`config.mk`:
```
export PLATFORM = sky130hd
export DESIGN_NAME = mac_rgmii_rx
export DESIGN_NICKNAME = d
export VERILOG_FILES = /design/src/hdl/mac_rgmii_pkg.sv /design/src/hdl/rx_frame_tracker.sv /design/src/hdl/rx_crc_checker.sv /design/src/hdl/rx_stream_output.sv /design/src/hdl/mac_rgmii_rx.sv
export SDC_FILE = /design/constraint.sdc
export NUM_CORES = 1
export LEC_CHECK = 0
export ABC_AREA = 0
export BUFFER_PORTS_ARGS = -buffer_cell sky130_fd_sc_hd__buf_2
export CORE_UTILIZATION = 55
export CTS_CLUSTER_DIAMETER = 50
export DETAILED_ROUTE_END_ITERATION = 7
export GPL_ROUTABILITY_DRIVEN = 1
export PLACE_DENSITY = 0.74
export RECOVER_POWER = 50
export SLEW_MARGIN = 10
export SYNTH_ARGS = -nofsm -noshare
export SYNTH_HDL_FRONTEND = slang
export SYNTH_SLANG_ARGS = --single-unit
```
`constraint.sdc`:
```
create_clock -name mac_rx_clk -period 3.9 [get_ports mac_rx_clk]
set_input_delay 0 -clock mac_rx_clk [delete_from_list [all_inputs] [get_ports mac_rx_clk]]
set_output_delay 0 -clock mac_rx_clk [all_outputs]
set_load 0.005 [all_outputs]
```
`src/hdl/mac_rgmii_pkg.sv`:
```
//----------------------------------------------------------------------
// mac rgmii receive package
// shared widths, crc-32 constants, speed codes, received byte views
//----------------------------------------------------------------------
package mac_rgmii_pkg;

    // ------------------------------------------------------------------
    // widths
    // ------------------------------------------------------------------
    localparam int DATA_W   = 8;   // one rgmii byte per clock
    localparam int STATUS_W = 4;   // in-band status nibble
    localparam int CRC_W    = 32;

    // ------------------------------------------------------------------
    // crc-32, ethernet, lsb first
    // ------------------------------------------------------------------
    // reflected form of 0x04c11db7
    localparam logic [CRC_W-1:0] CRC_POLY    = 32'hEDB8_8320;
    localparam logic [CRC_W-1:0] CRC_INIT    = 32'hFFFF_FFFF;  // all ones preset
    // register value after data plus a correct fcs, no final inversion
    localparam logic [CRC_W-1:0] CRC_RESIDUE = 32'hDEBB_20E3;

    // ------------------------------------------------------------------
    // in-band speed codes, as sent by the phy in the interframe gap
    // ------------------------------------------------------------------
    localparam logic [1:0] SPEED_10   = 2'b00;  // 2.5 MHz rx clock
    localparam logic [1:0] SPEED_100  = 2'b01;  // 25 MHz rx clock
    localparam logic [1:0] SPEED_1000 = 2'b10;  // 125 MHz rx clock
    // 2'b11 reserved

    // received byte
    // payload bytes are read as data, idle bytes as the status word
    typedef union packed {
        logic [DATA_W-1:0] data;           // frame byte
        struct packed {
            logic [DATA_W-STATUS_W-1:0] unused;  // repeats lower nibble on the wire
            logic                       duplex;  // 1 = full duplex
            logic [1:0]                 speed;   // see SPEED_* codes
            logic                       link;    // lsb, 1 = link up
        } status;
    } rx_byte_t;

endpackage

```
`src/hdl/rx_frame_tracker.sv`:
```
//----------------------------------------------------------------------
// receive frame tracker
// strips preamble/sfd, marks first and last payload byte,
// latches the in-band link status during idle
//----------------------------------------------------------------------
`timescale 1ns/1ps

module rx_frame_tracker #(
    parameter int PREAMBLE_LEN = 8    // preamble plus sfd bytes
) (
    input  logic                            mac_rx_clk,
    input  logic                            reset_i,

    // byte stream from the input ddr stage
    input  mac_rgmii_pkg::rx_byte_t         rx_data_i,
    input  logic                            rx_dv_i,
    input  logic                            rx_err_i,

    // delayed stream to the output stage
    output logic [mac_rgmii_pkg::DATA_W-1:0] trk_data_o,
    output logic                            trk_valid_o,
    output logic                            trk_sof_o,
    output logic                            trk_eof_o,

    // payload bytes to the crc checker
    output logic [mac_rgmii_pkg::DATA_W-1:0] pay_byte_o,
    output logic                            pay_en_o,
    output logic                            pay_first_o,

    // in-band status
    output logic                            link_up_o,
    output logic [1:0]                      speed_o,
    output logic                            full_duplex_o
);

    localparam int CNT_W = 16;

    logic [CNT_W-1:0]                 byte_cnt;   // bytes seen in current dv run
    logic [mac_rgmii_pkg::DATA_W-1:0] data_q;     // byte delayed one clock
    logic                             pay_q;      // delayed byte is payload
    logic                             first_q;    // delayed byte is first payload

    // ------------------------------------------------------------------
    // byte counter, cleared in the gap
    // ------------------------------------------------------------------
    always_ff @(posedge mac_rx_clk) begin
        if (reset_i || !rx_dv_i) begin
            byte_cnt <= '0;
        end else if (byte_cnt != '1) begin       // saturate on jumbo runs
            byte_cnt <= byte_cnt + 1'b1;
        end
    end

    // ------------------------------------------------------------------
    // one stage delay, lets the next dv tell us the last byte
    // ------------------------------------------------------------------
    always_ff @(posedge mac_rx_clk) begin
        data_q <= rx_data_i.data;                // payload, no reset
    end

    always_ff @(posedge mac_rx_clk) begin
        if (reset_i) begin
            pay_q   <= 1'b0;
            first_q <= 1'b0;
        end else begin
            // index PREAMBLE_LEN onwards is frame data
            pay_q   <= rx_dv_i && (byte_cnt >= CNT_W'(PREAMBLE_LEN));
            first_q <= rx_dv_i && (byte_cnt == CNT_W'(PREAMBLE_LEN));
        end
    end

    assign trk_data_o  = data_q;
    assign trk_valid_o = pay_q;
    assign trk_sof_o   = first_q;
    assign trk_eof_o   = pay_q && !rx_dv_i;      // dv just dropped

    // crc side sees the same delayed byte
    assign pay_byte_o  = data_q;
    assign pay_en_o    = pay_q;
    assign pay_first_o = first_q;                // restarts the crc

    // ------------------------------------------------------------------
    // in-band status, only on clean idle bytes
    // ------------------------------------------------------------------
    always_ff @(posedge mac_rx_clk) begin
        if (reset_i) begin
            link_up_o     <= 1'b0;
            speed_o       <= mac_rgmii_pkg::SPEED_10;
            full_duplex_o <= 1'b0;
        end else if (!rx_dv_i && !rx_err_i) begin
            link_up_o     <= rx_data_i.status.link;
            full_duplex_o <= rx_data_i.status.duplex;
            case (rx_data_i.status.speed)
                mac_rgmii_pkg::SPEED_10,
                mac_rgmii_pkg::SPEED_100,
                mac_rgmii_pkg::SPEED_1000: speed_o <= rx_data_i.status.speed;
                default:                   speed_o <= speed_o;  // reserved code, hold
            endcase
        end
    end

endmodule

```
`src/hdl/rx_crc_checker.sv`:
```
//----------------------------------------------------------------------
// receive crc-32 checker
// runs the reflected crc over payload and fcs, flags the residue
//----------------------------------------------------------------------
`timescale 1ns/1ps

module rx_crc_checker (
    input  logic                             mac_rx_clk,
    input  logic                             reset_i,

    input  logic [mac_rgmii_pkg::DATA_W-1:0] pay_byte_i,
    input  logic                             pay_en_i,     // one per payload byte
    input  logic                             pay_first_i,  // first byte of frame

    output logic                             crc_match_o
);

    logic [mac_rgmii_pkg::CRC_W-1:0] crc_q;    // running crc, no final inversion
    logic [mac_rgmii_pkg::CRC_W-1:0] crc_base; // preset or running value
    logic [mac_rgmii_pkg::CRC_W-1:0] crc_next;

    // ------------------------------------------------------------------
    // one byte step, lsb of the byte goes first
    // ------------------------------------------------------------------
    function automatic logic [mac_rgmii_pkg::CRC_W-1:0] crc_byte(
        input logic [mac_rgmii_pkg::CRC_W-1:0]  crc_in,
        input logic [mac_rgmii_pkg::DATA_W-1:0] data_in
    );
        logic [mac_rgmii_pkg::CRC_W-1:0] c;
        logic                            fb;
        c = crc_in;
        for (int i = 0; i < mac_rgmii_pkg::DATA_W; i++) begin
            fb = c[0] ^ data_in[i];                         // feedback bit
            c  = (c >> 1) ^ (mac_rgmii_pkg::CRC_POLY & {mac_rgmii_pkg::CRC_W{fb}});
        end
        return c;
    endfunction

    // new frame starts from the preset, not from the old frame
    assign crc_base = pay_first_i ? mac_rgmii_pkg::CRC_INIT : crc_q;
    assign crc_next = crc_byte(crc_base, pay_byte_i);

    always_ff @(posedge mac_rx_clk) begin
        if (reset_i) begin
            crc_q <= mac_rgmii_pkg::CRC_INIT;
        end else if (pay_en_i) begin
            crc_q <= crc_next;
        end
    end

    // fcs included in the run, so a good frame leaves the residue
    assign crc_match_o = (crc_q == mac_rgmii_pkg::CRC_RESIDUE);

endmodule

```
`src/hdl/rx_stream_output.sv`:
```
//----------------------------------------------------------------------
// receive stream output stage
// registers the frame stream and qualifies crc-good with eof
//----------------------------------------------------------------------
`timescale 1ns/1ps

module rx_stream_output (
    input  logic                             mac_rx_clk,
    input  logic                             reset_i,

    // stream from the frame tracker
    input  logic [mac_rgmii_pkg::DATA_W-1:0] trk_data_i,
    input  logic                             trk_valid_i,
    input  logic                             trk_sof_i,
    input  logic                             trk_eof_i,

    // from the crc checker
    input  logic                             crc_match_i,

    // user side
    output logic [mac_rgmii_pkg::DATA_W-1:0] mac_rx_data_o,
    output logic                             mac_rx_valid_o,
    output logic                             mac_rx_sof_o,
    output logic                             mac_rx_eof_o,
    output logic                             mac_rx_crc_good_o
);

    // ------------------------------------------------------------------
    // stream register
    // ------------------------------------------------------------------
    always_ff @(posedge mac_rx_clk) begin
        mac_rx_data_o <= trk_data_i;             // data, no reset
    end

    always_ff @(posedge mac_rx_clk) begin
        if (reset_i) begin
            mac_rx_valid_o <= 1'b0;
            mac_rx_sof_o   <= 1'b0;
            mac_rx_eof_o   <= 1'b0;
        end else begin
            mac_rx_valid_o <= trk_valid_i;       // level, sof through eof
            mac_rx_sof_o   <= trk_sof_i;
            mac_rx_eof_o   <= trk_eof_i;
        end
    end

    // ------------------------------------------------------------------
    // crc result
    // ------------------------------------------------------------------
    // the checker register takes in the last byte on the same edge that
    // loads eof here, so both line up in the eof cycle
    assign mac_rx_crc_good_o = mac_rx_eof_o & crc_match_i;

endmodule

```
`src/hdl/mac_rgmii_rx.sv`:
```
//----------------------------------------------------------------------
// 1g rgmii mac, receive channel
// byte stream in, framed stream with crc check and link status out
//----------------------------------------------------------------------
`timescale 1ns/1ps

module mac_rgmii_rx #(
    parameter int PREAMBLE_LEN = 8            // 7 x 0x55 plus 0xd5
) (
    input  logic                             mac_rx_clk,
    input  logic                             reset_i,

    // byte stream from the ddr input stage
    input  logic [mac_rgmii_pkg::DATA_W-1:0] rx_data_i,
    input  logic                             rx_dv_i,
    input  logic                             rx_err_i,

    // receive stream, logic side
    output logic [mac_rgmii_pkg::DATA_W-1:0] mac_rx_data_o,
    output logic                             mac_rx_valid_o,
    output logic                             mac_rx_sof_o,
    output logic                             mac_rx_eof_o,
    output logic                             mac_rx_crc_good_o,

    // in-band status
    output logic                             link_up_o,
    output logic [1:0]                       speed_o,
    output logic                             full_duplex_o
);

    // tracker to output stage
    logic [mac_rgmii_pkg::DATA_W-1:0] trk_data;
    logic                             trk_valid;
    logic                             trk_sof;
    logic                             trk_eof;

    // tracker to crc checker
    logic [mac_rgmii_pkg::DATA_W-1:0] pay_byte;
    logic                             pay_en;
    logic                             pay_first;

    logic                             crc_match;

    // ------------------------------------------------------------------
    // frame tracker
    // ------------------------------------------------------------------
    rx_frame_tracker #(
        .PREAMBLE_LEN (PREAMBLE_LEN)
    ) i_rx_frame_tracker (
        .mac_rx_clk    (mac_rx_clk),
        .reset_i       (reset_i),
        .rx_data_i     (rx_data_i),
        .rx_dv_i       (rx_dv_i),
        .rx_err_i      (rx_err_i),
        .trk_data_o    (trk_data),
        .trk_valid_o   (trk_valid),
        .trk_sof_o     (trk_sof),
        .trk_eof_o     (trk_eof),
        .pay_byte_o    (pay_byte),
        .pay_en_o      (pay_en),
        .pay_first_o   (pay_first),
        .link_up_o     (link_up_o),
        .speed_o       (speed_o),
        .full_duplex_o (full_duplex_o)
    );

    // crc checker, beside the stream path
    rx_crc_checker i_rx_crc_checker (
        .mac_rx_clk  (mac_rx_clk),
        .reset_i     (reset_i),
        .pay_byte_i  (pay_byte),
        .pay_en_i    (pay_en),
        .pay_first_i (pay_first),
        .crc_match_o (crc_match)
    );

    // ------------------------------------------------------------------
    // output stage
    // ------------------------------------------------------------------
    rx_stream_output i_rx_stream_output (
        .mac_rx_clk        (mac_rx_clk),
        .reset_i           (reset_i),
        .trk_data_i        (trk_data),
        .trk_valid_i       (trk_valid),
        .trk_sof_i         (trk_sof),
        .trk_eof_i         (trk_eof),
        .crc_match_i       (crc_match),
        .mac_rx_data_o     (mac_rx_data_o),
        .mac_rx_valid_o    (mac_rx_valid_o),
        .mac_rx_sof_o      (mac_rx_sof_o),
        .mac_rx_eof_o      (mac_rx_eof_o),
        .mac_rx_crc_good_o (mac_rx_crc_good_o)
    );

endmodule

```
==> flow_summary.json <==
{
  "nets": 460,
  "cts_buffer_depth": 2,
  "num-fill-cells": 544,
  "finalNonFillerCells": 528,
  "die-area_um2": 7000,
  "hpwl_mm": 5.72,
  "n_antenna_cell": 0,
  "violations": "max-capacitance violations, max-slew violations",
  "maxSlewViolCount": 41,
  "ys_async_sr_fraction_pct": 0,
  "syn_inst": 418,
  "worstMarginPinSlew_ps": 1710,
  "synthesis.area_um2": 3670,
  "grt-ovfl-total": 0,
  "max_freq_mhz": 356,
  "power_density_nw_per_um2": 386,
  "post-place-ws_ps": 1320,
  "p_int_mw": 1.17,
  "syn-num-nets": 432,
  "critical_path.endpoint": "i_rx_crc_checker.crc_q[23]",
  "wl_mm": 8.23,
  "p_switching_mw": 0.410,
  "grt.total_usage_pct": 25.2,
  "place.port_buffers": 27,
  "worstPathRequired_ps": 4160,
  "cts.sinks": 73,
  "synth_area_leaders": "dfxtp_1 40%, xnor2_1 13%, nor2_1 7.4%",
  "grt_pass1_wl_mm": 13.9,
  "dpl.cell_count": 502,
  "clk_latency_ps": 350,
  "yosys-top-cells-count": "73 x dfxtp_1, 72 x nor2_1, 56 x xnor2_1",
  "grt_pass1_vias": 2833,
  "synthDistinctLibCells": 42,
  "fin_crit_sh_pct": 72.1,
  "skew_ps": 7.88,
  "drtIter0Drc": 179,
  "power_frac_comb_pct": 12.1,
  "cts_root_buf": "clkbuf_8",
  "clkPwrFrac_pct": 39.3,
  "synth.top_cell.area_share_pct": 39.9,
  "drc": 0,
  "drive_gt1_share_pct": 8.43,
  "start_util_pct": 57.4,
  "routed_via_density": 5.54,
  "holdWs_ps": 276,
  "grt_antenna_before_repair": 0,
  "core-area_um2": 6390,
  "postRouteAntennaNets": 0,
  "critPathCaptureType": "flop",
  "worst_setup_path_start_kind": "flop",
  "dr.pass1.iters": 4,
  "cts_made_buffers": 9,
  "cts_resized": 0,
  "routabilityCongestion": 0.890,
  "rrSetupSlack_ps": 1090,
  "setup_viol": 0,
  "peakVddDrop_mv": 0.314,
  "hold_viol_final": 0,
  "wl_per_cell_um": 15.6,
  "critPathArrivalTime_ps": 3070,
  "outcome": "finished, violations left",
  "final_area_um2": 4100,
  "dr_total_vias": 2926,
  "h-tree-depth": 3,
  "yosys_warnings": 0,
  "grt_max_degree": 41,
  "cp-startpoint": "i_rx_frame_tracker.pay_en_o",
  "rr_startpoint": "i_rx_frame_tracker.pay_en_o",
  "die_h_um": 83.6,
  "synth.ff_latch_count": 73,
  "synth_top_area_cell": "dfxtp_1",
  "avgSynthCellArea_um2": 8.77,
  "synthToLayoutAreaGrowth_pct": 11.9,
  "r2r_cells": 5,
  "setup_slack_ps": 1090,
  "critPathKind": "reg2reg",
  "power.share.sequential_pct": 48.6,
  "synth_edf_count": 0,
  "cp_max_fo": 40,
  "drv_cap": 1,
  "rows": 29,
  "synth_top_flop_cell": "dfxtp_1",
  "ys_seq_area_share_pct": 39.9,
  "timing.final.crit_period_ps": 2810,
  "io-pin-count": 28,
  "rsz0062_at_grt": "no",
  "cts_setup_buffers": 0,
  "leakagePower_nw": 1.57,
  "synth.most_common_cell": "dfxtp_1",
  "maxSlewHeadroom_pct": -13.7,
  "swShare_pct": 25.9,
  "hp-class": "in2reg",
  "path_clk_slew_ps": 80,
  "reg2reg_to": "i_rx_crc_checker.crc_q[23]",
  "setup-tns-final_ps": 0,
  "die_w_um": 83.6,
  "tritoncts": "yes",
  "postPlaceCellArea_um2": 3820
}
==> cells in the final DEF, fill, tap and decap left out, types with 2 or more instances in the layout <==
| cell | instances |
|---|---|
| or3_1 | 2 |
| nor4b_1 | 3 |
| nor3_1 | 16 |
| mux2i_1 | 3 |
| and3_1 | 5 |
| dfxtp_1 | 73 |
| clkbuf_8 | 10 |
| or4bb_1 | 2 |
| nand4_1 | 4 |
| or2_1 | 2 |
| buf_2 | 13 |
| nand2_1 | 29 |
| xnor2_2 | 2 |
| dlygate4sd3_1 | 10 |
| a21oi_1 | 11 |
| o211ai_1 | 11 |
| a211o_1 | 13 |
| nand4b_1 | 2 |
| nor2b_1 | 5 |
| nor4_1 | 9 |
| inv_6 | 3 |
| nand3_1 | 12 |
| nor2_1 | 72 |
| o21ai_0 | 11 |
| ha_1 | 2 |
| a311oi_1 | 2 |
| o21ai_1 | 5 |
| inv_1 | 4 |
| xnor2_1 | 56 |
| xor2_1 | 27 |
| clkbuf_1 | 16 |
==> per-stage QoR <==
stage | util (%) | total power, mW
CTS | 64.7 | 1.60
global route | 64.3 | 1.64
floorplan | - | 0.931
global placement | 59.8 | 0.969
finish | 64.3 | 1.58
detailed placement | 59.8 | 0.971
==> worst min path at each step <==
| stage | slack, ps | startpoint | endpoint | cells past startpoint |
|---|---|---|---|---|
| finish | 280 | rx_data_i[7] | i_rx_frame_tracker.pay_byte_o[7] | 2 |
| floorplan | 30 | rx_data_i[0] | i_rx_frame_tracker.pay_byte_o[0] | 0 |
| CTS | 130 | reset_i | i_rx_frame_tracker.link_up_o | 2 |
| global placement | 100 | rx_data_i[6] | i_rx_frame_tracker.pay_byte_o[6] | 1 |
| global route | 270 | rx_data_i[6] | i_rx_frame_tracker.pay_byte_o[6] | 2 |
| detailed placement | 100 | rx_data_i[7] | i_rx_frame_tracker.pay_byte_o[7] | 1 |
==> cells by family after synthesis <==
kind of cell | share of synthesized area (%)
muxes | 0.819
xor gates and xnor gates | 23.4
AOI/OAI and AO/OA | 10.1
buffers and inverters | 3.28
DFF | 39.9
adders and majority gates | 0.682
and+or+nand+nor | 21.8
==> power groups by stage <==
stage | Sequential, mW | Clock [mW] | Combinational [mW]
after detailed placement | 0.786 | 0 | 0.184
after global placement | 0.786 | 0 | 0.182
after CTS | 0.769 | 0.637 | 0.193
after floorplan | 0.783 | 0 | 0.148
after global routing | 0.771 | 0.662 | 0.209
final | 0.769 | 0.622 | 0.191
==> cell type report <==
cell class	count	area [µm²]	area share (%)
Clock buffer	10	138	3.35
Timing Repair Buffer	40	233	5.67
Tap cell	77	96.3	2.35
Inverter	5	18.8	0.457
Clock inverter	6	72.6	1.77
Sequential cell	73	1460	35.6
Multi-Input combinational cell	317	2080	50.8
==> critical path, stage by stage (launching register included) <==
cell and delay (ps):
dfxtp_1 300, clkbuf_1 490, inv_1 200, clkbuf_1 1240
nor4_1 170, a311oi_1 310
==> sequential cells by signal (all words and copies together) (netlist names) <==
name,count
i_rx_stream_output.mac_rx_data_o,8
i_rx_frame_tracker.pay_first_o,1
i_rx_frame_tracker.link_up_o,1
i_rx_stream_output.mac_rx_eof_o,1
i_rx_frame_tracker.pay_byte_o,8
i_rx_frame_tracker.byte_cnt,16
i_rx_stream_output.mac_rx_valid_o,1
i_rx_frame_tracker.pay_en_o,1
i_rx_crc_checker.crc_q,32
i_rx_frame_tracker.speed_o,2
i_rx_stream_output.mac_rx_sof_o,1
i_rx_frame_tracker.full_duplex_o,1
==> per-layer routing <==
layer / global-route usage, % / vias up / share of wire, %
li1: - / 1462 / -
met1: 33.7 / 1354 / 45
met2: 38.0 / 98 / 45
met3: 6.92 / 12 / 7.9
met4: 11.1 / 0 / 1.5
met5: 0 / - / 0
==> timing repair <==
item,CTS,global route
hold endpoints to repair,13,0
hold buffers,10,0
setup endpoints to repair,0,0
No activity file was read; power rests on OpenSTA's default activity.
